**config.mk**
```make
export PLATFORM = sky130hd
export DESIGN_NAME = rasterTimer
export DESIGN_NICKNAME = d
export VERILOG_FILES = /design/src/spritePkg.sv /design/src/rasterTimer.sv
export VERILOG_INCLUDE_DIRS = /design/src /design/src/src
export SDC_FILE = /design/constraint.sdc
export NUM_CORES = 1
export LEC_CHECK = 0
export BUFFER_PORTS_ARGS = -buffer_cell sky130_fd_sc_hd__clkbuf_2
export CORE_MARGIN = 5
export CORE_UTILIZATION = 50
export CTS_CLUSTER_SIZE = 28
export DETAILED_ROUTE_END_ITERATION = 6
export GPL_ROUTABILITY_DRIVEN = 0
export PLACE_DENSITY = 0.76
export REMOVE_ABC_BUFFERS = 1
export SLEW_MARGIN = 20
export SYNTH_ARGS = -nofsm -noshare
export SYNTH_HDL_FRONTEND = slang
export SYNTH_SLANG_ARGS = --single-unit
export TNS_END_PERCENT = 50
```
**constraint.sdc**
```tcl
create_clock -name clk -period 1.8 [get_ports clk]
set_input_delay 0.18 -clock clk [delete_from_list [all_inputs] [get_ports clk]]
set_output_delay 0.18 -clock clk [all_outputs]
set_load 0.01 [all_outputs]
```
**src/sprite_macros.svh**
```systemverilog
// frame sizes are a reduced test raster with no sync timing; keep H_TOTAL and V_TOTAL below 256
`ifndef SPRITE_MACROS_SVH
`define SPRITE_MACROS_SVH

// full frame in clocks per line and lines per frame
`define H_TOTAL 40
`define V_TOTAL 30

// visible region starts at screen origin
`define H_ACTIVE 32
`define V_ACTIVE 24

// game area origin in screen coordinates
`define GAME_START_X 4
`define GAME_START_Y 2

// sprite tile size in pixels
`define TILE_W 8
`define TILE_H 8

// number of sprite attribute slots
`define SPRITE_NUM 16

// number of stored tile patterns
`define TILE_NUM 64

// colour shown where no sprite pixel is hit
`define BG_COLOR 12'h214

`endif

```
**src/spritePkg.sv**
```systemverilog
// shared types only; palette colours are fixed and there is no transparent colour index
package spritePkg;

    // screen or game coordinate
    typedef logic [7:0] posT;
    // 4 bits each of red, green, blue
    typedef logic [11:0] rgbT;
    typedef logic [3:0] spriteIdxT;
    typedef logic [5:0] tileIdxT;
    // high plane in [127:64], low plane in [63:0]
    typedef logic [127:0] tileDataT;

    // one sprite attribute word with msb first
    typedef struct packed {
        posT        posX;
        posT        posY;
        logic [1:0] spare0;
        tileIdxT    tileIndex;
        logic       hFlip;
        logic       vFlip;
        logic [1:0] palette;
        logic [3:0] spare1;
    } spriteEntryT;

    // output pixel of the engine
    typedef struct packed {
        logic valid;
        posT  x;
        posT  y;
        logic inScan;
        rgbT  rgb;
    } pixelT;

    // indexed by palette then by {high bit, low bit}
    localparam rgbT paletteTable [0:3][0:3] = '{
        '{12'h000, 12'hF00, 12'h0F0, 12'h00F},
        '{12'h111, 12'hFF0, 12'h0FF, 12'hF0F},
        '{12'h888, 12'hF80, 12'h08F, 12'h8F0},
        '{12'hFFF, 12'h804, 12'h480, 12'h048}
    };

endpackage

```
**src/rasterTimer.sv**
```systemverilog
// free-running sweep from reset; active is combinational from the counters, no sync outputs
`timescale 1ns/1ps
`include "sprite_macros.svh"

module rasterTimer (
    input  logic           clk,
    input  logic           rstn,
    output spritePkg::posT posX,
    output spritePkg::posT posY,
    output logic           active
);
    import spritePkg::*;

    logic lineEnd;
    logic frameEnd;

    // last clock of a line and last line of a frame
    assign lineEnd  = (posX == posT'(`H_TOTAL - 1));
    assign frameEnd = (posY == posT'(`V_TOTAL - 1));

    // horizontal counter
    always_ff @(posedge clk) begin
        if (!rstn) begin
            posX <= '0;
        end else if (lineEnd) begin
            posX <= '0;
        end else begin
            posX <= posX + 8'd1;
        end
    end

    // vertical counter steps at end of each line
    always_ff @(posedge clk) begin
        if (!rstn) begin
            posY <= '0;
        end else if (lineEnd) begin
            if (frameEnd) begin
                posY <= '0;
            end else begin
                posY <= posY + 8'd1;
            end
        end
    end

    // visible region test
    assign active = (posX < posT'(`H_ACTIVE)) && (posY < posT'(`V_ACTIVE));

endmodule

```
==> impl_metrics.yaml <==
outcome:
  outcome: "finished, final reports clean"
global_route:
  first_global_vias: 623
  grt_remaining_overflow: 0
  grt_max_degree: 10
  track_usage_pct: 14.4
  antenna_found_initial: 0
  grt_pass1_wl_um: 2750
place:
  hpwl_um: 1190
  io_buffer_count: 18
  post_dp_cell_area_um2: 891
  place_worst_setup_slack_ns: 0.213
logic_synthesis:
  synth_area_leaders: "dfxtp_1, xor2_1, ha_1, xnor2_1, and2_1"
  synth.top_cell.area_share_pct: 41.6
  synth.avg_cell_area_um2: 9.27
  ys_ff_latch: 16
  netlist_top_cells_count: "dfxtp_1, nor2_1, xor2_1"
  synth_edf_count: 0
  postSynthCellCount: 83
  ys.warnings.count: 0
  yosysMostFrequentCell: "dfxtp_1"
  async_flop_share_pct: 0
  ys_types: 25
  seq_area_frac_synth_pct: 41.6
  synth_ff_type: "dfxtp_1"
  yosys.area.top_type: "dfxtp_1"
  synth_area_um2: 769
critical_path:
  cp_num_buf_inv: 0
  worstPathCellList: "ha_1 > and4b_1 > nand2_4 > or3_1 > a21oi_2"
  worstPathArrival_ns: 1.84
  rrSetupSlack_ns: 0.19
  cpPeakStageDelay_ns: 0.38
  start_kind: "flip-flop"
  cp_max_fo: 9
  timing.rr.start: "posX[0]"
  worstPathRequired_ns: 2.03
  reg2reg_to: "posY[7]"
  r2r_cells: 5
  end_kind: "flip-flop"
  crit_type: "flip-flop to flip-flop"
  crit_family: "simple AND/OR/NAND/NOR gates"
  cp_slowest_cell: "or3_1"
route:
  post-route-drc-count: 0
  dr.first_iter.drc_count: 13
  ant_nets: 0
  viasPerCell: 5.52
  routed_wl_um: 1540
  drt-pass1-iter-count: 4
  wl_per_cell_um: 12.6
  num_vias: 674
layout:
  layout-drive-gt1-share_pct: 27.4
  syn2layout_area_growth_pct: 18.7
  fin_area_um2: 913
  nets: 113
  diodes: 0
  utilization_pct: 61.3
  n_fill_cell: 148
sta:
  drv_slew: 0
  tightest_slew_ns: 0.353
  rsz0062_at_grt: "no"
  max_freq_mhz: 623
  final_hold_viol_count: 0
  worst_slack_ns: 0.194
  finalSetupTns_ns: 0
  setup_viol: 0
  fin_skew_ns: 0.00238
  slew-limit-headroom_pct: 76.3
  period_share_pct: 89.2
  post-route-min-period_ns: 1.61
  timing.hold.ws_ns: 0.219
power_and_ir_drop:
  ir_drop_mv: 0.359
  swShare_pct: 22.2
  internal_power_mw: 0.450
  power_density_nw_per_um2: 634
  leakage_nw: 0.409
  p_sw_mw: 0.129
  p_comb_share_pct: 4.9
  clock_power_share_pct: 32.0
  p_seq_share_pct: 63.1
floorplanning:
  fp.dieW_um: 49.2
  rows: 14
  dieArea_um2: 2420
  initial_utilization_pct: 51.7
  pin_count: 19
  coreArea_um2: 1490
  die_y_um: 49.2
clock_network:
  clock_sinks: 16
  cts_tree: "built"
  root_buffer: "clkbuf_4"
  post-cts-setup-buffer-count: 0
  cts-htree-levels: 1
  clock_path_buffers: 2
  cts_resized: 0
  clk_latency_ns: 0.29
  cts_buffers: 3
  ctsHoldBuffers: 0
  clk_pin_slew_ns: 0.09
worst_hold_path:
  hold_end: "posX[2]"
  hp-start: "rstn"
  hold_depth: 2
  holdCritPathClass: "input pin to flip-flop"
job:
  drv_cap: 0
-- flip-flops by register name, indices dropped and copies added, names as in the netlist --
name,flops
posX,8
posY,8
-- layer usage --
layer,global-route usage [%],part of all wire [%],up-vias
met1,17.7,47,313
met3,4.28,5.4,5
li1,-,-,338
met4,8.07,2.3,0
met2,21.9,46,18
met5,0,0,-
-- cells by family (layout without fill, tap and decap cells) --
group / after synthesis / in the layout / synth area share (%)
buffers and inverters: 3 / 26 / 2.44
XOR/XNOR: 11 / 11 / 12.5
AND/OR/NAND/NOR: 41 / 41 / 31.1
AO/OA/AOI/OAI: 9 / 9 / 7.48
flip-flops: 16 / 16 / 41.6
adder cells (fa/ha/maj): 3 / 3 / 4.88
-- final cells by class --
class	instances	area, µm²	share of cell area (%)
repair buffers	21	113	12.3
inverters	2	7.51	0.822
flip-flops and latches	16	320	35.1
well taps	16	20.0	2.19
clock buffers	3	22.5	2.47
multi-input cells	64	430	47.1
-- cell usage in the layout (no fill, tap or decap), drive strengths merged --
cell type	Yosys	layout
nor3	2	2
and3	7	7
a21boi	2	2
clkbuf	0	21
xor2	7	7
dfxtp	16	16
xnor2	4	4
and4b	1	1
a31oi	1	1
inv	2	2
a211oi	1	1
or3	3	3
a21oi	2	2
nor2	8	8
ha	3	3
and2	5	5
nand3	6	6
buf	1	3
nand2	5	5
nand4	4	4
o21ai	3	3
-- how the worst max path moves through the flow --
stage	depth (start not counted)	endpoint	slack (ns)	start
after floorplan	5	posY[7]	0.18	posX[0]
after global placement	5	posY[7]	0.30	posX[0]
after detailed placement	5	posY[7]	0.21	posX[0]
after CTS	5	posY[7]	0.20	posX[0]
after global routing	5	posY[0]	0.09	posX[0]
final	5	posY[7]	0.19	posX[0]
-- power by group through the flow --
stage,Sequential [mW],Combinational (mW),Clock [mW]
2_1_floorplan,0.376,0.0123,0
3_3_place_gp,0.374,0.0292,0
3_5_place_dp,0.374,0.0289,0
4_1_cts,0.366,0.0290,0.192
5_1_grt,0.367,0.0315,0.208
6_report,0.366,0.0285,0.185
-- stage by stage --
step	std cells	power [mW]
2_1_floorplan	82	0.388
3_3_place_gp	119	0.403
3_5_place_dp	119	0.403
4_1_cts	122	0.587
5_1_grt	122	0.606
6_report	122	0.579
(Power assumes the default switching activity.)
