==> src/sprite_macros.svh <==
// frame sizes are a reduced test raster with no sync timing; keep H_TOTAL and V_TOTAL below 256
`ifndef SPRITE_MACROS_SVH
`define SPRITE_MACROS_SVH

// full frame in clocks per line and lines per frame
`define H_TOTAL 40
`define V_TOTAL 30

// visible region starts at screen origin
`define H_ACTIVE 32
`define V_ACTIVE 24

// game area origin in screen coordinates
`define GAME_START_X 4
`define GAME_START_Y 2

// sprite tile size in pixels
`define TILE_W 8
`define TILE_H 8

// number of sprite attribute slots
`define SPRITE_NUM 16

// number of stored tile patterns
`define TILE_NUM 64

// colour shown where no sprite pixel is hit
`define BG_COLOR 12'h214

`endif

==> src/spritePkg.sv <==
// shared types only; palette colours are fixed and there is no transparent colour index
package spritePkg;

    // screen or game coordinate
    typedef logic [7:0] posT;
    // 4 bits each of red, green, blue
    typedef logic [11:0] rgbT;
    typedef logic [3:0] spriteIdxT;
    typedef logic [5:0] tileIdxT;
    // high plane in [127:64], low plane in [63:0]
    typedef logic [127:0] tileDataT;

    // one sprite attribute word with msb first
    typedef struct packed {
        posT        posX;
        posT        posY;
        logic [1:0] spare0;
        tileIdxT    tileIndex;
        logic       hFlip;
        logic       vFlip;
        logic [1:0] palette;
        logic [3:0] spare1;
    } spriteEntryT;

    // output pixel of the engine
    typedef struct packed {
        logic valid;
        posT  x;
        posT  y;
        logic inScan;
        rgbT  rgb;
    } pixelT;

    // indexed by palette then by {high bit, low bit}
    localparam rgbT paletteTable [0:3][0:3] = '{
        '{12'h000, 12'hF00, 12'h0F0, 12'h00F},
        '{12'h111, 12'hFF0, 12'h0FF, 12'hF0F},
        '{12'h888, 12'hF80, 12'h08F, 12'h8F0},
        '{12'hFFF, 12'h804, 12'h480, 12'h048}
    };

endpackage

==> src/spriteViewRam.sv <==
// no reset on contents; entries are undefined until the host writes them
`timescale 1ns/1ps
`include "sprite_macros.svh"

module spriteViewRam (
    input  logic                   clk,
    input  logic                   we,
    input  spritePkg::spriteIdxT   wrAddr,
    input  spritePkg::spriteEntryT wrData,
    input  spritePkg::spriteIdxT   rdAddr,
    output spritePkg::spriteEntryT rdData
);
    import spritePkg::*;

    // attribute array, one word per sprite slot
    spriteEntryT mem [`SPRITE_NUM];

    // host write port
    always_ff @(posedge clk) begin
        if (we) begin
            mem[wrAddr] <= wrData;
        end
    end

    // combinational read for the drawer
    assign rdData = mem[rdAddr];

endmodule

==> config.mk <==
export PLATFORM = sky130hd
export DESIGN_NAME = spriteViewRam
export DESIGN_NICKNAME = d
export VERILOG_FILES = /design/src/spritePkg.sv /design/src/spriteViewRam.sv
export VERILOG_INCLUDE_DIRS = /design/src /design/src/src
export SDC_FILE = /design/constraint.sdc
export NUM_CORES = 1
export LEC_CHECK = 0
export ABC_CLOCK_PERIOD_IN_PS = 11800
export BUFFER_PORTS_ARGS = -buffer_cell sky130_fd_sc_hd__buf_4
export CAP_MARGIN = 30
export CORE_UTILIZATION = 35
export CTS_CLUSTER_SIZE = 20
export DETAILED_ROUTE_END_ITERATION = 6
export PLACE_DENSITY = 0.56
export SYNTH_ARGS = -nofsm -noshare
export SYNTH_HDL_FRONTEND = slang
export SYNTH_SLANG_ARGS = --single-unit
==> constraint.sdc <==
create_clock -name clk -period 11.8 [get_ports clk]
set_input_delay 1.77 -clock clk [delete_from_list [all_inputs] [get_ports clk]]
set_output_delay 1.77 -clock clk [all_outputs]
set_load 0.05 [all_outputs]
==> impl_results.md, run 1 <==
- Initial Util: 35.6%
- WL/cell: 25.2 um
- M2 GR Usage: 23.2%
- Hold Path Depth: 1
- Worst Setup End Kind: output port
- Final worst path period share: 51.6%
- CP startpoint kind: input port
- Critical path required time: 10.03 ns
- Gpl congestion: 0.663
- Hold Fails Final Rpt: 0
- Top post-synthesis cells by area: edfxtp_1 (80%), mux4_2 (15%), a22oi_1 (2.5%), nand2_1 (0.64%), buf_4 (0.43%)
- Area of the multi-input gates: 3750 um^2
- Post-DP HPWL: 20200 um
- Critical-path cell list: clkbuf_8 -> buf_4 -> mux4_2 -> a22oi_1 -> nand2_1 -> buf_4
- Most flop-heavy register: mem
- Most common cell on crit path: buf_4
- Largest regs: mem: 512 flops
- Clk buf depth: 3
- Filler cell count: 4655
- Syn avg cell area: 23.8 um^2
- Worst setup margin: 5.71 ns
- Worst vdd ir: 0.0953 mV
- Area post-placement: 20800 um^2
- DRC Markers: 0
- CP max stage cell: buf_4
- Routed WL: 41600 um
- Vias in the first global route: 9185
- Pin count of the biggest net entering global routing: 64
- Max_cap viols: 0
- Number of flip-flops in the largest register: 512
- GR peak layer: met2
- Synth top area share: 80.0%
- Hold Crit Class: input port to register
- Core area: 54000 um^2
- Lkg Pwr: 7.05 nW
- Final instance area: 22400 um^2
- Clock Sinks: 512
- Final count of pins violating max slew: 0
- Yosys warns: 0
- Register area: 15400 um^2
- Endpoint, Worst Hold: mem[10][30]$_DFFE_PP_
- Total Power: 0.00388 W
- Ratio of cells with drive above 1 in the final layout: 33.0%
- Post-CTS resize count: 0
- H-tree Lvls: 2
- CTS root buffer: clkbuf_16
- Simple-Gate Fraction of Synth Area: 1.32%
- Status: completed
- Slew margin rel.: 40.8%
- GR met1 Demand/Resource: 21.4%
- Final setup fails: 0
- First-pass detailed-route iteration total: 5
- Die height: 236 um
- Worst-path maximum fanout: 52
- CTS tree: done
- Mapped Area: 19200 um^2
- Compound-Gate Fraction of Synth Area: 2.50%
- P per Cell Area: 173 nW/um^2
- Arrival time worst endpoint: 4.32 ns
- GRT Total Usage: 15.0%
- Initial antenna violation count: 2
- Row count: 85
- Io pins: 74
- Min-Delay Startpoint: wrData[30]
- Post-synthesis mux area share: 15.0%
- Buffers on Ports: 73
- Crit Path Category: input port to output port
- Cells after Synth: 806
- Min cycle time layout: 6.09 ns
- FF+latch count, synth: 512
- Via-per-instance ratio: 5.29
- Synth-to-Final Area Change: 16.6%
- GR Util met3: 3.10%
- Post-Synth XOR/XNOR Area: 0%
- Grt ovf: 0
- Post-Place Setup Slack: 5.59 ns
- RSZ-0062 raised after global routing: false
- DRT iter0 DRCs: 647
- Least-Margin Pin Slew: 0.889 ns
- Leading area contributor after synthesis: edfxtp_1
- Via count: 8732
- Max Clk Rate: 164 MHz
- Delay of the slowest critical-path stage: 0.81 ns
- Largest family of logic cells by synthesized area: multiplexers
- Syn nets: 848
- Distinct cell type count after synthesis: 17
- Hold_buf cts: 0
- Clk slew on worst S/H paths: 0.06 ns
- First-pass GRT wire length: 61000 um
- DIE AREA: 55800 um^2
- Die X: 236 um
- Post-route setup TNS: 0 ns
- Total CTS buffers: 51
- Seq/Total Area, Yosys: 80.0%
- Synth Area in Adders: 0%
- Final nets: 955
- Setup bufs post-CTS: 0
- Post-DRT Antenna Nets: 0
- WHS: 1.49 ns
cell usage after synthesis (all sizes together):
master	count
edfxtp	512
mux4	128
a22oi	64
nand2	33
buf	26
clkbuf	17
nor2	13
nor3	4
nand2b	2
nand3b	2
nor2b	2
and2	1
nand3	1
or3b	1
through the flow:
step,util (%),instances
floorplan,-,806
global placement,38.3,1554
detailed placement,38.4,1556
CTS,41.5,1648
global route,41.5,1649
finish,41.5,1650
worst max-delay path: cells and delay by family:
| kind | cells | cell delay [ns] |
|---|---|---|
| buffers and inverters | 3 | 1.53 |
| multiplexers | 1 | 0.59 |
| AO/OA/AOI/OAI | 1 | 0.24 |
| AND/OR/NAND/NOR | 1 | 0.12 |
power by group:
group	switching, W	internal [W]	leakage [nW]
clock	0.000645	0.000949	0.801
sequential	0.00000699	0.00204	4.63
combinational	0.000155	0.0000882	1.62
area by class of cell:
class / count / share of cell area (%)
clock inverters: 24 / 1.17
repair buffers: 97 / 3.41
diodes: 2 / 0.0223
clock buffers: 68 / 6.17
multi-input cells: 251 / 16.7
flip-flops and latches: 512 / 68.6
well taps: 696 / 3.89
worst max-delay path by stage:
| stage | start | end | slack (ns) | cells past startpoint |
|---|---|---|---|---|
| floorplan | wrAddr[2] | mem[0][0]$_DFFE_PP_ | 6.85 | 2 |
| global placement | rdAddr[0] | rdData[18] | 5.59 | 6 |
| detailed placement | rdAddr[0] | rdData[22] | 5.59 | 6 |
| CTS | rdAddr[0] | rdData[22] | 5.58 | 6 |
| global route | rdAddr[0] | rdData[16] | 5.43 | 6 |
| finish | rdAddr[0] | rdData[22] | 5.71 | 6 |
layout by cell type, fill, tap and decap left out, types with 2 or more instances in the layout:
cell type | synthesis | routed
diode_2 | 0 | 2
buf_4 | 11 | 93
clkbuf_1 | 17 | 15
nand2_1 | 33 | 33
clkinv_2 | 0 | 8
bufinv_16 | 0 | 6
clkbuf_16 | 0 | 53
clkinv_1 | 0 | 9
nor2_4 | 0 | 13
edfxtp_1 | 512 | 512
a22oi_1 | 64 | 64
buf_12 | 0 | 2
nand2b_1 | 2 | 2
nand3b_1 | 2 | 2
mux4_2 | 128 | 128
nor2b_4 | 0 | 2
nor3_2 | 0 | 4
logic make-up (layout without fill, tap and decap cells):
| group | Yosys count | count (layout) |
|---|---|---|
| AO/OA/AOI/OAI | 64 | 64 |
| buffers and inverters | 43 | 189 |
| flip-flops | 512 | 512 |
| multiplexers | 128 | 128 |
| other | 0 | 2 |
| AND/OR/NAND/NOR | 59 | 59 |
per-layer routing:
metal / part of all wire (%) / routed length (um)
met1: 45 / 18600
met2: 47 / 19500
met3: 6.2 / 2590
met4: 2.1 / 891
met5: 0 / 0
(Power assumes the default switching activity.)
==> inputs of run 2 (changes only) <==
--- a/config.mk
+++ b/config.mk
@@ -6,7 +6,7 @@
 export SDC_FILE = /design/constraint.sdc
 export NUM_CORES = 1
 export LEC_CHECK = 0
-export ABC_CLOCK_PERIOD_IN_PS = 11800
+export ABC_CLOCK_PERIOD_IN_PS = 5700
 export BUFFER_PORTS_ARGS = -buffer_cell sky130_fd_sc_hd__buf_4
 export CAP_MARGIN = 30
 export CORE_UTILIZATION = 35
==> constraint.sdc (replaced) <==
create_clock -name clk -period 5.7 [get_ports clk]
set_input_delay 0.855 -clock clk [delete_from_list [all_inputs] [get_ports clk]]
set_output_delay 0.855 -clock clk [all_outputs]
set_load 0.05 [all_outputs]
==> run 2 against run 1 <==
Sequential cell count did not move. Final cell count increased by 0.18%. Global-route usage is 0.71 points higher. Routed wire length is 3.3% higher. Highest routed layer unchanged. Critical path depth unchanged. Design area hardly changed. Largest cell class unchanged. Core utilization about the same. Worst setup slack lost 3.8 ns.
==> impl_results.md, run 2 (synthesized netlist as in run 1, its figures left out) <==
- Routed WL: 43000 um
- H-tree Lvls: 2
- Min-Delay Startpoint: wrData[11]
- Filler cell count: 4725
- Worst Setup End Kind: output port
- Switching pwr: 0.00170 W
- Row count: 85
- Final instance area: 22400 um^2
- Commonest non-fill, non-tap cell in the layout: edfxtp_1
- Met3 Wirelength: 2190 um
- Slew margin rel.: 35.3%
- Hold_buf cts: 0
- Final count of pins violating max slew: 0
- DRC Markers: 0
- Total CTS buffers: 52
- Least-Margin Pin Slew: 0.968 ns
- Pin count of the biggest net entering global routing: 69
- Status: completed
- Max_cap viols: 0
- Die X: 236 um
- Buffers on Ports: 73
- CP startpoint kind: input port
- Hold Fails Final Rpt: 0
- Flop pwr share: 53.1%
- Clock Sinks: 512
- Worst setup margin: 1.90 ns
- Final worst path period share: 66.6%
- RSZ-0062 raised after global routing: false
- Post-Place Setup Slack: 1.88 ns
- WL/cell: 26.0 um
- DRT iter0 DRCs: 809
- Die height: 236 um
- Largest regs: mem: 512 flops
- First-pass detailed-route iteration total: 5
- Setup bufs post-CTS: 0
- Initial antenna violation count: 2
- First-pass GRT wire length: 63600 um
- Critical path required time: 4.85 ns
- Number of flip-flops in the largest register: 512
- Grt ovf: 0
- Clk pwr share: 40.4%
- Clk buf depth: 3
- Most flop-heavy register: mem
- Synth-to-Final Area Change: 16.6%
- Most frequent cells in the layout: edfxtp_1 (512), mux4_2 (128), buf_4 (95)
- Sw frac: 21.3%
- Post-route setup TNS: 0 ns
- Critical Path Source: rdAddr[0]
- Hold Crit Class: input port to register
- Met1 Routed Length: 19700 um
- CTS root buffer: clkbuf_16
- DR WL met2: 20300 um
- Final setup fails: 0
- Clk slew on worst S/H paths: 0.06 ns
- Ratio of cells with drive above 1 in the final layout: 33.2%
- Vias in the first global route: 9286
- Post-DP HPWL: 22200 um
- Initial Util: 35.6%
- Top routing layer in use: met4
- Post-CTS resize count: 0
- Post-DRT Antenna Nets: 0
- Via count: 8704
- Area post-placement: 20800 um^2
- Gpl congestion: 0.692
- Final nets: 960
- Lkg Pwr: 7.06 nW
- Max Clk Rate: 263 MHz
- Logic pwr share: 6.4%
- Crit Path Category: input port to output port
- Hold Path Depth: 1
- Io pins: 74
- Arrival time worst endpoint: 2.94 ns
- CTS tree: done
- Power Internal: 0.00627 W
- Via-per-instance ratio: 5.27
- Min cycle time layout: 3.80 ns
- P per Cell Area: 356 nW/um^2
- GRT Total Usage: 15.7%
- Worst vdd ir: 0.191 mV
- DIE AREA: 55800 um^2
- Worst-path maximum fanout: 37
- Core area: 54000 um^2
- Endpoint, Worst Hold: mem[10][11]$_DFFE_PP_
run 2: cell count changes in the layout (fill, tap and decap cells not counted):
cell        delta
clkinv_2       +2
buf_4          +2
buf_12         +2
clkbuf_1       -6
clkinv_1       +7
bufinv_16      -2
diode_2        -1
clkinvlp_4     -1
run 2: how the worst max path moves through the flow:
stage,to,slack (ns),cells after the start
6_report,rdData[20],1.90,6
5_1_grt,rdData[20],1.73,6
4_1_cts,rdData[19],1.87,6
3_5_place_dp,rdData[20],1.88,6
3_3_place_gp,rdData[19],1.88,6
2_1_floorplan,mem[0][0]$_DFFE_PP_,1.67,2
run 2: critical path: stages:
cell,delay (ns)
clkbuf_8,0.39
buf_4,0.47
mux4_2,0.56
a22oi_1,0.21
nand2_1,0.18
buf_4,0.24
run 2: cell type report:
class	instances	area, um^2	area share (%)
Tap cell	696	871	3.89
Timing Repair Buffer	101	818	3.65
Clock buffer	62	1360	6.07
Clock inverter	30	230	1.03
Multi-Input combinational cell	251	3750	16.7
Antenna cell	1	2.50	0.0112
Sequential cell	512	15400	68.6
run 2: metrics by stage:
step | cells | total power (W) | utilization, % | hold WS (ns)
floorplan | 806 | 0.00463 | - | 0.954
global placement | 1558 | 0.00483 | 38.5 | 1.15
detailed placement | 1560 | 0.00484 | 38.5 | 1.16
CTS | 1652 | 0.00805 | 41.5 | 0.537
global route | 1652 | 0.00821 | 41.5 | 0.561
finish | 1653 | 0.00797 | 41.5 | 0.575
run 2: per-layer routing:
metal	vias up	GRT usage, %
li1	3698	-
met1	4715	22.8
met2	227	24.6
met3	64	3.01
met4	0	3.76
met5	-	0
run 2: power groups by stage:
| stage | registers [W] | logic (W) | clock network, W |
|---|---|---|---|
| floorplan | 0.00431 | 0.000313 | 0 |
| global placement | 0.00431 | 0.000516 | 0 |
| detailed placement | 0.00432 | 0.000524 | 0 |
| CTS | 0.00424 | 0.000524 | 0.00329 |
| global route | 0.00424 | 0.000551 | 0.00342 |
| finish | 0.00424 | 0.000512 | 0.00322 |
