## config.mk

```make
export PLATFORM = sky130hd
export DESIGN_NAME = tileDraw
export DESIGN_NICKNAME = d
export VERILOG_FILES = /design/src/spritePkg.sv /design/src/tileDraw.sv
export VERILOG_INCLUDE_DIRS = /design/src /design/src/src
export SDC_FILE = /design/constraint.sdc
export NUM_CORES = 1
export LEC_CHECK = 0
export ABC_AREA = 1
export CORE_AREA = 2 2 86 88
export CTS_BUF_LIST = sky130_fd_sc_hd__clkbuf_8
export CTS_CLUSTER_DIAMETER = 100
export DETAILED_ROUTE_END_ITERATION = 16
export DIE_AREA = 0 0 88 90
export DONT_BUFFER_PORTS = 1
export HOLD_SLACK_MARGIN = 0.12
export PLACE_DENSITY = 0.76
export RECOVER_POWER = 25
export SLEW_MARGIN = 40
export SYNTH_ARGS = -nofsm -noshare
export SYNTH_HDL_FRONTEND = slang
export SYNTH_SLANG_ARGS = --single-unit
export TNS_END_PERCENT = 1
```

## constraint.sdc

```tcl
create_clock -name clk -period 2.8 [get_ports clk]
set_input_delay 0.56 -clock clk [delete_from_list [all_inputs] [get_ports clk]]
set_output_delay 0.56 -clock clk [all_outputs]
set_load 0.02 [all_outputs]
```

## src/sprite_macros.svh

```systemverilog
// frame sizes are a reduced test raster with no sync timing; keep H_TOTAL and V_TOTAL below 256
`ifndef SPRITE_MACROS_SVH
`define SPRITE_MACROS_SVH

// full frame in clocks per line and lines per frame
`define H_TOTAL 40
`define V_TOTAL 30

// visible region starts at screen origin
`define H_ACTIVE 32
`define V_ACTIVE 24

// game area origin in screen coordinates
`define GAME_START_X 4
`define GAME_START_Y 2

// sprite tile size in pixels
`define TILE_W 8
`define TILE_H 8

// number of sprite attribute slots
`define SPRITE_NUM 16

// number of stored tile patterns
`define TILE_NUM 64

// colour shown where no sprite pixel is hit
`define BG_COLOR 12'h214

`endif

```

## src/spritePkg.sv

```systemverilog
// shared types only; palette colours are fixed and there is no transparent colour index
package spritePkg;

    // screen or game coordinate
    typedef logic [7:0] posT;
    // 4 bits each of red, green, blue
    typedef logic [11:0] rgbT;
    typedef logic [3:0] spriteIdxT;
    typedef logic [5:0] tileIdxT;
    // high plane in [127:64], low plane in [63:0]
    typedef logic [127:0] tileDataT;

    // one sprite attribute word with msb first
    typedef struct packed {
        posT        posX;
        posT        posY;
        logic [1:0] spare0;
        tileIdxT    tileIndex;
        logic       hFlip;
        logic       vFlip;
        logic [1:0] palette;
        logic [3:0] spare1;
    } spriteEntryT;

    // output pixel of the engine
    typedef struct packed {
        logic valid;
        posT  x;
        posT  y;
        logic inScan;
        rgbT  rgb;
    } pixelT;

    // indexed by palette then by {high bit, low bit}
    localparam rgbT paletteTable [0:3][0:3] = '{
        '{12'h000, 12'hF00, 12'h0F0, 12'h00F},
        '{12'h111, 12'hFF0, 12'h0FF, 12'hF0F},
        '{12'h888, 12'hF80, 12'h08F, 12'h8F0},
        '{12'hFFF, 12'h804, 12'h480, 12'h048}
    };

endpackage

```

## src/tileDraw.sv

```systemverilog
// single sprite only, fixed 2-cycle latency, RAM reads are combinational and not held across writes
`timescale 1ns/1ps
`include "sprite_macros.svh"

module tileDraw (
    input  logic                   clk,
    input  logic                   rstn,
    input  spritePkg::posT         posX,
    input  spritePkg::posT         posY,
    input  logic                   active,
    input  spritePkg::spriteIdxT   spriteSel,
    output spritePkg::spriteIdxT   entryAddr,
    input  spritePkg::spriteEntryT entry,
    output spritePkg::tileIdxT     tileAddr,
    input  spritePkg::tileDataT    tileData,
    output spritePkg::pixelT       pixel
);
    import spritePkg::*;

    posT        gameX;
    posT        gameY;
    logic [8:0] boxEndX;
    logic [8:0] boxEndY;
    logic       inX;
    logic       inY;
    posT        offX;
    posT        offY;
    logic [2:0] dx;
    logic [2:0] dy;

    // stage 1 registers
    logic       s1Valid;
    logic       s1Hit;
    logic [2:0] s1Dx;
    logic [2:0] s1Dy;
    tileIdxT    s1Tile;
    logic [1:0] s1Pal;
    posT        s1X;
    posT        s1Y;

    logic [5:0] bitNum;
    logic [63:0] planeHi;
    logic [63:0] planeLo;
    logic [1:0] colorIdx;
    rgbT        rgbNext;

    // selected slot goes straight to the view RAM
    assign entryAddr = spriteSel;

    // screen to game coordinates
    assign gameX = posX - posT'(`GAME_START_X);
    assign gameY = posY - posT'(`GAME_START_Y);

    // box ends in 9 bits so a sprite near 255 does not wrap
    assign boxEndX = {1'b0, entry.posX} + 9'(`TILE_W);
    assign boxEndY = {1'b0, entry.posY} + 9'(`TILE_H);

    // screen positions left of or above the game origin never hit
    assign inX = (posX >= posT'(`GAME_START_X)) && (gameX >= entry.posX)
                 && ({1'b0, gameX} < boxEndX);
    assign inY = (posY >= posT'(`GAME_START_Y)) && (gameY >= entry.posY)
                 && ({1'b0, gameY} < boxEndY);

    // offset inside the box
    assign offX = gameX - entry.posX;
    assign offY = gameY - entry.posY;

    // 7 minus a 3-bit offset is its inverse
    assign dx = entry.hFlip ? ~offX[2:0] : offX[2:0];
    assign dy = entry.vFlip ? ~offY[2:0] : offY[2:0];

    // control part of stage 1
    always_ff @(posedge clk) begin
        if (!rstn) begin
            s1Valid <= 1'b0;
            s1Hit   <= 1'b0;
        end else begin
            s1Valid <= active;
            s1Hit   <= active && inX && inY;
        end
    end

    // payload part of stage 1
    always_ff @(posedge clk) begin
        s1Dx   <= dx;
        s1Dy   <= dy;
        s1Tile <= entry.tileIndex;
        s1Pal  <= entry.palette;
        s1X    <= posX;
        s1Y    <= posY;
    end

    // pattern fetch uses the registered tile number
    assign tileAddr = s1Tile;

    // pixel number dx + 8*dy
    assign bitNum  = {s1Dy, s1Dx};
    assign planeHi = tileData[127:64];
    assign planeLo = tileData[63:0];

    // bits counted from the top of each plane
    assign colorIdx = {planeHi[~bitNum], planeLo[~bitNum]};

    // palette colour, background, or blank
    always_comb begin
        if (!s1Valid) begin
            rgbNext = '0;
        end else if (s1Hit) begin
            rgbNext = paletteTable[s1Pal][colorIdx];
        end else begin
            rgbNext = `BG_COLOR;
        end
    end

    // stage 2 output register
    always_ff @(posedge clk) begin
        if (!rstn) begin
            pixel <= '0;
        end else begin
            pixel.valid  <= s1Valid;
            pixel.x      <= s1X;
            pixel.y      <= s1Y;
            pixel.inScan <= s1Hit;
            pixel.rgb    <= rgbNext;
        end
    end

endmodule

```

==> impl_metrics.yaml, run 1 <==
sta:
  max_freq_mhz: 441.5
  final.hold.worst_slack_ns: 0.2419
  timing_worst_slew_pin_value_ns: 0.5394
  setup_total_negative_slack_ns: 0
  setup_ws_ns: 0.5350
  max-slew-margin-rel_pct: 64.00
  setup_viol: 0
  final.min_clock_period_ns: 2.265
  final_max_slew_viol_count: 0
  rsz0062_at_grt: "false"
  period_share_pct: 80.89
  hold_viol: 0
  finClkSkew_ns: 0.009426
final_layout:
  most_frequent_standard_cell_in_the_layout_excluding_fill_and_tap_cells: "sky130_fd_sc_hd__nand2_1"
  multi_input_comb_area_um2: 2472
  most-common-layout-cells: "sky130_fd_sc_hd__nand2_1 (221), sky130_fd_sc_hd__nand3_1 (120), sky130_fd_sc_hd__inv_1 (72)"
  antenna-diode-count: 0
  register_area_um2: 1242
  final_layout_size_suffix_gt1_share_pct: 5.153
  area_growth_syn_to_layout_pct: 5.544
  fill_cell_instance_count_of_the_final_layout: 634
  finish.net_count: 839
global_routing:
  antenna_violations_before_repair: 0
  globalRouteTotalUtil_pct: 25.03
  globalRouteOverflowTotal: 0
  first_global_vias: 3783
  pin_count_of_the_biggest_net_entering_global_routing: 65
  wire_length_of_the_first_global_routing_pass_um: 16050
placed_design:
  final_weighted_congestion_in_routability_driven_placement: 0.8728
  detailed_place_hpwl_um: 8103
  io_buffers: 0
  pre_cts_ws_ns: 0.1976
synth:
  synth.area.mux_share_pct: 0
  main_combinational_cell_family_by_area_after_synthesis: "simple AND/OR/NAND/NOR gates"
  synth_compound_area_share_pct: 4.531
  count_of_synthesis_stage_warnings_from_yosys: 0
  synthesis.area_um2: 4198
  post_synth_and_or_nand_nor_area_fraction_pct: 37.70
  netlist-cell-type-count: 31
  ys_seq_area_share_pct: 29.57
  syn-mean-instance-area_um2: 6.653
  yosys_register_bits: 62
  synth_fp_nets: 854
  synthAdderAreaFrac_pct: 12.28
  synthesized_area_fraction_occupied_by_xor_and_xnor_cells_pct: 4.382
  synthesis.instances: 631
cts:
  clock_insertion_delay_worst_skew_ns: 0.34
  cts_tree: "done"
  tritoncts_num_sinks: 62
  cts_buffers: 9
  post-cts-setup-buffer-count: 0
  cts_clock_pin_slew_for_the_worst_setup_and_hold_paths_ns: 0.08
  post_cts_resized: 0
  postCtsHoldBufs: 0
  clock-root-buffer: "sky130_fd_sc_hd__clkbuf_8"
  cts.htree.levels: 3
  clockBufferDepth: 2
routing:
  routed-via-count: 3971
  drt-total-wl_um: 10170
  routed_via_density: 5.515
  first_pass_iters: 4
  drt_first_iter_violations: 121
  avgRoutedWirePerCell_um: 14.13
  detail-route-antenna-nets: 0
  post-route-drc-count: 0
setup_path:
  r2r_slack_ns: 0.62
  cp_data_arrival_time_ns: 2.54
  crit_slowest_cell: "sky130_fd_sc_hd__ha_1"
  path_cells: "inv_1 > ha_1 > inv_1 > nor3_1 > nand3_1 > xnor2_1 > ha_1 > nand2_1 > nor2_1 > nand4_1 > o2111ai_1 > nand3_1 > nor2_1"
  r2r_start: "s1Dx[0]$_DFF_P_"
  peak_per_stage_delay_on_the_critical_path_ns: 0.31
  ff2ff_path_depth: 13
  crit_family: "simple AND/OR/NAND/NOR gates"
  rr_endpoint: "pixel[6]$_SDFF_PN0_"
  cp_capture_type: "flip-flop"
  setup.worst_path.start_class: "input pin"
  worst_endpoint_required_time_ns: 3.07
  crit_start: "posY[1]"
  path_max_fanout: 5
  critPathKind: "in -> reg"
  timing.critical_path.depth: 13
  critical_path.n_buffers_inverters: 2
  critical_path.endpoint: "s1Hit$_SDFF_PN0_"
job:
  cap_viol_max_count: 0
power:
  worst_ir_drop_vdd_mv: 0.3741
  power.density_nw_per_um2: 658.2
  power_leakage_nw: 2.346
die:
  design.die.area_um2: 7920
  rows: 31
  die-height_um: 90
  initial_utilization_pct: 59.79
  die-width_um: 88
  floorplan.io_pins: 223
  core_area_um2: 7020
status:
  outcome: "complete, no violations"
worst_hold_path:
  hold_path.class: "in -> reg"
  min-delay-start: "posY[4]"
-- area by class of cell --
type	instances	area share, %
inverters	76	6.439
flip-flops and latches	62	28.04
clock inverters	7	2.881
well taps	99	2.796
repair buffers	4	1.243
clock buffers	9	2.796
multi-input cells	463	55.80
-- worst min-delay path by stage --
stage,slack [ns],to,cells past startpoint
3_5_place_dp,0.40,pixel[22]$_SDFF_PN0_,2
6_report,0.24,s1Y[4]$_DFF_P_,0
4_1_cts,0.23,tileAddr[0]$_DFF_P_,0
3_3_place_gp,0.39,pixel[21]$_SDFF_PN0_,2
5_1_grt,0.22,tileAddr[0]$_DFF_P_,0
2_1_floorplan,0.39,pixel[13]$_SDFF_PN0_,2
-- cells by family (layout without fill, tap and decap cells) --
| family | count (synthesis) | count (layout) |
|---|---|---|
| AO/OA/AOI/OAI | 34 | 34 |
| adder cells (fa/ha/maj) | 40 | 40 |
| buffers and inverters | 106 | 96 |
| AND/OR/NAND/NOR | 368 | 368 |
| XOR/XNOR | 21 | 21 |
| flip-flops | 62 | 62 |
-- state kept, by name, summed over array words and instances, names as in the netlist --
register  cells
s1Dy          3
s1Hit         1
s1Dx          3
tileAddr      6
s1Valid       1
s1Y           8
pixel        30
s1Pal         2
s1X           8
-- cell usage after synthesis --
master / n / area share, %
sky130_fd_sc_hd__a211oi_1: 1 / 0.18
sky130_fd_sc_hd__a21oi_1: 21 / 2.5
sky130_fd_sc_hd__a221o_1: 1 / 0.24
sky130_fd_sc_hd__a311oi_1: 1 / 0.21
sky130_fd_sc_hd__buf_1: 1 / 0.089
sky130_fd_sc_hd__buf_2: 15 / 1.8
sky130_fd_sc_hd__buf_4: 6 / 1.1
sky130_fd_sc_hd__buf_6: 6 / 1.6
sky130_fd_sc_hd__clkbuf_1: 2 / 0.18
sky130_fd_sc_hd__dfxtp_1: 62 / 30
sky130_fd_sc_hd__fa_1: 2 / 0.95
sky130_fd_sc_hd__ha_1: 38 / 11
sky130_fd_sc_hd__inv_1: 72 / 6.4
sky130_fd_sc_hd__inv_2: 4 / 0.36
sky130_fd_sc_hd__nand2_1: 221 / 20
sky130_fd_sc_hd__nand2_2: 1 / 0.15
sky130_fd_sc_hd__nand2_4: 1 / 0.27
sky130_fd_sc_hd__nand3_1: 120 / 14
sky130_fd_sc_hd__nand3_2: 3 / 0.72
sky130_fd_sc_hd__nand3b_1: 1 / 0.18
sky130_fd_sc_hd__nand4_1: 2 / 0.30
sky130_fd_sc_hd__nor2_1: 11 / 0.98
sky130_fd_sc_hd__nor3_1: 5 / 0.60
sky130_fd_sc_hd__o2111ai_1: 1 / 0.21
sky130_fd_sc_hd__o21ai_0: 6 / 0.72
sky130_fd_sc_hd__o21ai_1: 1 / 0.12
sky130_fd_sc_hd__o21bai_1: 2 / 0.36
sky130_fd_sc_hd__or2_0: 1 / 0.15
sky130_fd_sc_hd__or2_2: 2 / 0.30
sky130_fd_sc_hd__xnor2_1: 10 / 2.1
sky130_fd_sc_hd__xor2_1: 11 / 2.3
-- report_power, final --
part | switching [W] | total [W] | internal [W]
registers | 0.0000609 | 0.000996 | 0.000936
clock network | 0.000367 | 0.000972 | 0.000605
logic | 0.000608 | 0.000948 | 0.000340
total | 0.00104 | 0.00292 | 0.00188
-- stage by stage --
| step | power [W] | utilization (%) | instances | instance area, µm² |
|---|---|---|---|---|
| finish | 0.002916 | 63.11 | 720 | 4431 |
| floorplan | 0.001815 | - | 631 | 4198 |
| CTS | 0.002939 | 63.11 | 720 | 4431 |
| detailed placement | 0.001962 | 59.53 | 704 | 4179 |
| global placement | 0.001928 | 59.53 | 704 | 4179 |
| global route | 0.003112 | 63.11 | 720 | 4431 |
-- metal layers --
layer | track usage, % | share of wire [%]
met1 | 25.55 | 39
met2 | 45.45 | 51
met3 | 7.530 | 7.9
met4 | 11.41 | 2.9
met5 | 0 | 0
Note: power is estimated with default switching activity, not from simulation.
==> inputs of run 2 (changes only) <==
Clock period 2.8 ns to 2.34 ns, I/O delays scaled along.
==> impl_metrics.yaml, run 2 (synthesized netlist as in run 1, its figures left out) <==
setup_path:
  cp_data_arrival_time_ns: 2.38
  crit_start: "s1Dx[0]$_DFF_P_"
  critical_path.endpoint: "pixel[6]$_SDFF_PN0_"
  r2r_start: "s1Dx[0]$_DFF_P_"
  timing.critical_path.depth: 13
  rr_endpoint: "pixel[6]$_SDFF_PN0_"
  worst_endpoint_required_time_ns: 2.60
  peak_per_stage_delay_on_the_critical_path_ns: 0.42
  r2r_slack_ns: 0.22
  ff2ff_path_depth: 13
  path_max_fanout: 32
  critPathKind: "reg -> reg"
  crit_slowest_cell: "sky130_fd_sc_hd__dfxtp_2"
  setup.worst_path.start_class: "flip-flop"
  path_cells: "buf_12 > nand2_1 > nand3_1 > nand3_1 > nand2_1 > nand2_1 > nand3_1 > nand3_2 > nand2_4 > inv_2 > ha_1 > or2_0 > a21oi_1"
  crit_family: "simple AND/OR/NAND/NOR gates"
  critical_path.n_buffers_inverters: 2
  cp_capture_type: "flip-flop"
cts:
  post-cts-setup-buffer-count: 0
  cts_buffers: 9
  post_cts_resized: 0
  cts_tree: "done"
  cts_clock_pin_slew_for_the_worst_setup_and_hold_paths_ns: 0.08
  postCtsHoldBufs: 0
  clock-root-buffer: "sky130_fd_sc_hd__clkbuf_8"
  tritoncts_num_sinks: 62
  clockBufferDepth: 2
  cts.htree.levels: 3
  clock_insertion_delay_worst_skew_ns: 0.33
global_routing:
  globalRouteTotalUtil_pct: 24.80
  pin_count_of_the_biggest_net_entering_global_routing: 65
  first_global_vias: 3754
  globalRouteOverflowTotal: 0
  antenna_violations_before_repair: 0
  wire_length_of_the_first_global_routing_pass_um: 15930
sta:
  timing_worst_slew_pin_value_ns: 0.3974
  period_share_pct: 90.64
  final_max_slew_viol_count: 0
  max-slew-margin-rel_pct: 73.47
  finClkSkew_ns: 0.01249
  max_freq_mhz: 471.5
  setup_viol: 0
  final.min_clock_period_ns: 2.121
  setup_total_negative_slack_ns: 0
  rsz0062_at_grt: "false"
  hold_viol: 0
final_layout:
  register_area_um2: 1242
  final_layout_size_suffix_gt1_share_pct: 6.359
  finish.net_count: 847
  antenna-diode-count: 0
  largest_register_ffs: 30
  most-common-layout-cells: "sky130_fd_sc_hd__nand2_1 (221), sky130_fd_sc_hd__nand3_1 (120), sky130_fd_sc_hd__inv_1 (72)"
  largest_registers: "pixel x30, s1X x8, s1Y x8"
  fill_cell_instance_count_of_the_final_layout: 654
  area_growth_syn_to_layout_pct: 6.528
  multi_input_comb_area_um2: 2477
  max_flop_register: "pixel"
  final_core_utilization_pct: 63.70
  most_frequent_standard_cell_in_the_layout_excluding_fill_and_tap_cells: "sky130_fd_sc_hd__nand2_1"
worst_hold_path:
  hold_path.class: "in -> reg"
  min-delay-start: "entry[8]"
die:
  die-height_um: 90
  initial_utilization_pct: 59.79
  design.die.area_um2: 7920
  die-width_um: 88
  rows: 31
  floorplan.io_pins: 223
  core_area_um2: 7020
routing:
  first_pass_iters: 4
  drt_first_iter_violations: 134
  post-route-drc-count: 0
  avgRoutedWirePerCell_um: 14.12
  routed_via_density: 5.412
  drt-total-wl_um: 10280
  routed-via-count: 3940
  detail-route-antenna-nets: 0
placed_design:
  detailed_place_hpwl_um: 8073
  final_weighted_congestion_in_routability_driven_placement: 0.8722
  io_buffers: 0
power:
  power.density_nw_per_um2: 715.9
  worst_ir_drop_vdd_mv: 0.5430
  power_leakage_nw: 2.372
status:
  outcome: "complete, no violations"
job:
  cap_viol_max_count: 0
## run 2: cell types whose count changed in the layout (fill, tap and decap cells not counted), moves of 3 or more
| cell | before | now |
|---|---|---|
| sky130_fd_sc_hd__clkbuf_16 | 0 | 3 |
| sky130_fd_sc_hd__buf_4 | 2 | 7 |
| sky130_fd_sc_hd__clkinv_2 | 0 | 3 |
| sky130_fd_sc_hd__bufinv_16 | 3 | 0 |
## run 2: worst min-delay path by stage
stage,to,depth (start not counted)
3_5_place_dp,pixel[22]$_SDFF_PN0_,2
6_report,tileAddr[0]$_DFF_P_,0
2_1_floorplan,pixel[13]$_SDFF_PN0_,2
4_1_cts,tileAddr[0]$_DFF_P_,0
5_1_grt,s1Pal[1]$_DFF_P_,0
3_3_place_gp,pixel[22]$_SDFF_PN0_,2
## run 2: where the power goes
part / switching (W) / leakage (nW) / internal [W]
Sequential: 0.0000712 / 0.516 / 0.00112
Combinational: 0.000750 / 1.77 / 0.000458
Clock: 0.000418 / 0.0894 / 0.000385
Total: 0.00124 / 2.37 / 0.00196
## run 2: metrics by stage
stage	instances	total power, W	worst slack, ns	area (µm²)	hold slack [ns]
3_5_place_dp	709	0.002358	0.04448	4217	0.3957
6_report	728	0.003201	0.2191	4472	0.1518
4_1_cts	725	0.003150	0.1633	4389	0.1456
2_1_floorplan	631	0.002172	0.1419	4198	0.3905
3_3_place_gp	709	0.002324	0.07332	4217	0.3915
5_1_grt	728	0.003449	0.008320	4472	0.1329
## run 2: metal layers
metal | global-route usage (%) | part of all wire (%)
met5 | 0 | 0
met4 | 10.38 | 2.4
met3 | 7.805 | 7.9
met2 | 43.81 | 50
met1 | 26.64 | 39
## run 2: final cells by class
class	count	share of cell area [%]
clock inverter	7	1.091
sequential	62	27.78
inverter	76	6.435
multi-input combinational	463	55.40
tap	99	2.770
clock buffer	9	2.770
timing repair buffer	12	3.749
==> inputs of run 3 (changes only) <==
Settings changed: CORE_AREA 2 2 86 88 to 2 2 87 89, CTS_BUF_LIST sky130_fd_sc_hd__clkbuf_8 to unset, DIE_AREA 0 0 88 90 to 0 0 89 91, PLACE_DENSITY 0.76 to 0.74.
==> impl_metrics.yaml, run 3 (synthesized netlist as in run 1, its figures left out) <==
global_routing:
  first_global_vias: 3674
  wire_length_of_the_first_global_routing_pass_um: 15930
  gr-usage-met3_pct: 9.636
  antenna_violations_before_repair: 1
  globalRouteOverflowTotal: 0
  global_route.usage.met1_pct: 26.55
  grtUsageMet2_pct: 42.91
  pin_count_of_the_biggest_net_entering_global_routing: 65
  grt_most_used_layer: "met2"
  globalRouteTotalUtil_pct: 24.81
job:
  cap_viol_max_count: 0
routing:
  drt_first_iter_violations: 184
  first_pass_iters: 5
  routed-via-count: 3947
  drt-total-wl_um: 10550
  post-route-drc-count: 0
  routed_via_density: 5.414
  detail-route-antenna-nets: 0
  avgRoutedWirePerCell_um: 14.48
sta:
  final_max_slew_viol_count: 0
  finClkSkew_ns: 0.009150
  period_share_pct: 91.68
  max-slew-margin-rel_pct: 77.26
  setup_viol: 0
  final.hold.worst_slack_ns: 0.1574
  rsz0062_at_grt: "false"
  setup_total_negative_slack_ns: 0
  final.min_clock_period_ns: 2.145
  hold_viol: 0
  timing_worst_slew_pin_value_ns: 0.3389
  max_freq_mhz: 466.1
setup_path:
  rr_endpoint: "pixel[6]$_SDFF_PN0_"
  critical_path.endpoint: "pixel[6]$_SDFF_PN0_"
  r2r_slack_ns: 0.19
  worst_endpoint_required_time_ns: 2.60
  setup.worst_path.start_class: "flip-flop"
  r2r_start: "s1Dx[0]$_DFF_P_"
  path_max_fanout: 16
  critPathKind: "reg -> reg"
  crit_start: "s1Dx[0]$_DFF_P_"
  ff2ff_path_depth: 14
  cp_data_arrival_time_ns: 2.41
  cp_capture_type: "flip-flop"
cts:
  tritoncts_num_sinks: 62
  cts.htree.levels: 3
  cts_tree: "done"
  clock-root-buffer: "sky130_fd_sc_hd__clkbuf_8"
  post-cts-setup-buffer-count: 0
  cts_buffers: 9
  clockBufferDepth: 2
  clock_insertion_delay_worst_skew_ns: 0.33
  cts_clock_pin_slew_for_the_worst_setup_and_hold_paths_ns: 0.07
final_layout:
  largest_registers: "pixel x30, s1X x8, s1Y x8"
  area_growth_syn_to_layout_pct: 7.153
  finish.net_count: 847
  largest_register_ffs: 30
  most_frequent_standard_cell_in_the_layout_excluding_fill_and_tap_cells: "sky130_fd_sc_hd__nand2_1"
  final_core_utilization_pct: 63.03
  fill_cell_instance_count_of_the_final_layout: 674
  most-common-layout-cells: "sky130_fd_sc_hd__nand2_1 (221), sky130_fd_sc_hd__nand3_1 (120), sky130_fd_sc_hd__inv_1 (72)"
  final_layout_size_suffix_gt1_share_pct: 6.200
  max_flop_register: "pixel"
die:
  initial_utilization_pct: 58.82
  core_area_um2: 7137
  design.die.area_um2: 8099
  floorplan.io_pins: 223
  die-width_um: 89
  rows: 31
  die-height_um: 91
placed_design:
  final_weighted_congestion_in_routability_driven_placement: 0.8481
  detailed_place_hpwl_um: 8413
  io_buffers: 0
power:
  power.density_nw_per_um2: 739.6
  worst_ir_drop_vdd_mv: 0.3745
  power_leakage_nw: 2.386
worst_hold_path:
  hold_path.class: "in -> reg"
status:
  outcome: "complete, no violations"
-- run 3: critical path, stage by stage (launching register included) --
cell,delay [ns]
sky130_fd_sc_hd__dfxtp_2,0.35
sky130_fd_sc_hd__inv_2,0.15
sky130_fd_sc_hd__buf_12,0.17
sky130_fd_sc_hd__nand2_1,0.06
sky130_fd_sc_hd__nand3_1,0.06
sky130_fd_sc_hd__nand3_1,0.07
sky130_fd_sc_hd__nand2_1,0.10
sky130_fd_sc_hd__nand2_1,0.06
sky130_fd_sc_hd__nand3_1,0.10
sky130_fd_sc_hd__nand3_2,0.14
sky130_fd_sc_hd__nand2_4,0.13
sky130_fd_sc_hd__inv_2,0.06
sky130_fd_sc_hd__ha_1,0.26
sky130_fd_sc_hd__or2_0,0.22
sky130_fd_sc_hd__a21oi_1,0.14
-- run 3: stage by stage --
step	cell area [µm²]	cells	total power, W	setup WS [ns]
final	4498	729	0.003327	0.1947
after detailed placement	4217	709	0.002366	0.06250
after global placement	4217	709	0.002332	0.05694
after CTS	4415	725	0.003299	0.1618
after floorplan	4198	631	0.002172	0.1419
after global routing	4496	728	0.003592	0.01633
-- run 3: how the worst min path moves through the flow --
stage | startpoint | endpoint | depth (start not counted)
CTS | entry[9] | tileAddr[1]$_DFF_P_ | 0
finish | entry[10] | tileAddr[2]$_DFF_P_ | 0
floorplan | s1Y[0]$_DFF_P_ | pixel[13]$_SDFF_PN0_ | 2
global route | entry[4] | s1Pal[0]$_DFF_P_ | 0
global placement | s1X[1]$_DFF_P_ | pixel[22]$_SDFF_PN0_ | 2
detailed placement | s1X[6]$_DFF_P_ | pixel[27]$_SDFF_PN0_ | 2
-- run 3: per-layer routing --
layer / up-vias / wire length (µm)
met1: 1767 / 4085
met3: 26 / 923
li1: 1990 / -
met4: 0 / 275
met5: - / 0
met2: 164 / 5269
-- run 3: where the power goes --
group / internal, W / switching, W / leakage, nW
registers: 0.00112 / 0.0000779 / 0.516
clock network: 0.000523 / 0.000401 / 0.104
logic: 0.000460 / 0.000745 / 1.77
total: 0.00210 / 0.00122 / 2.39
-- run 3: layout make-up --
class | count | area, µm² | share of cell area (%)
repair buffers | 12 | 167.7 | 3.727
clock inverters | 5 | 57.56 | 1.280
inverters | 76 | 285.3 | 6.342
clock buffers | 11 | 141.4 | 3.143
diodes | 1 | 2.502 | 0.05563
multi-input cells | 463 | 2477 | 55.08
flip-flops and latches | 62 | 1242 | 27.62
well taps | 99 | 123.9 | 2.754
-- run 3: repair_timing --
item	in CTS	in global routing
gates resized for setup	0	1
setup endpoints to repair	0	2
hold buffers	0	0
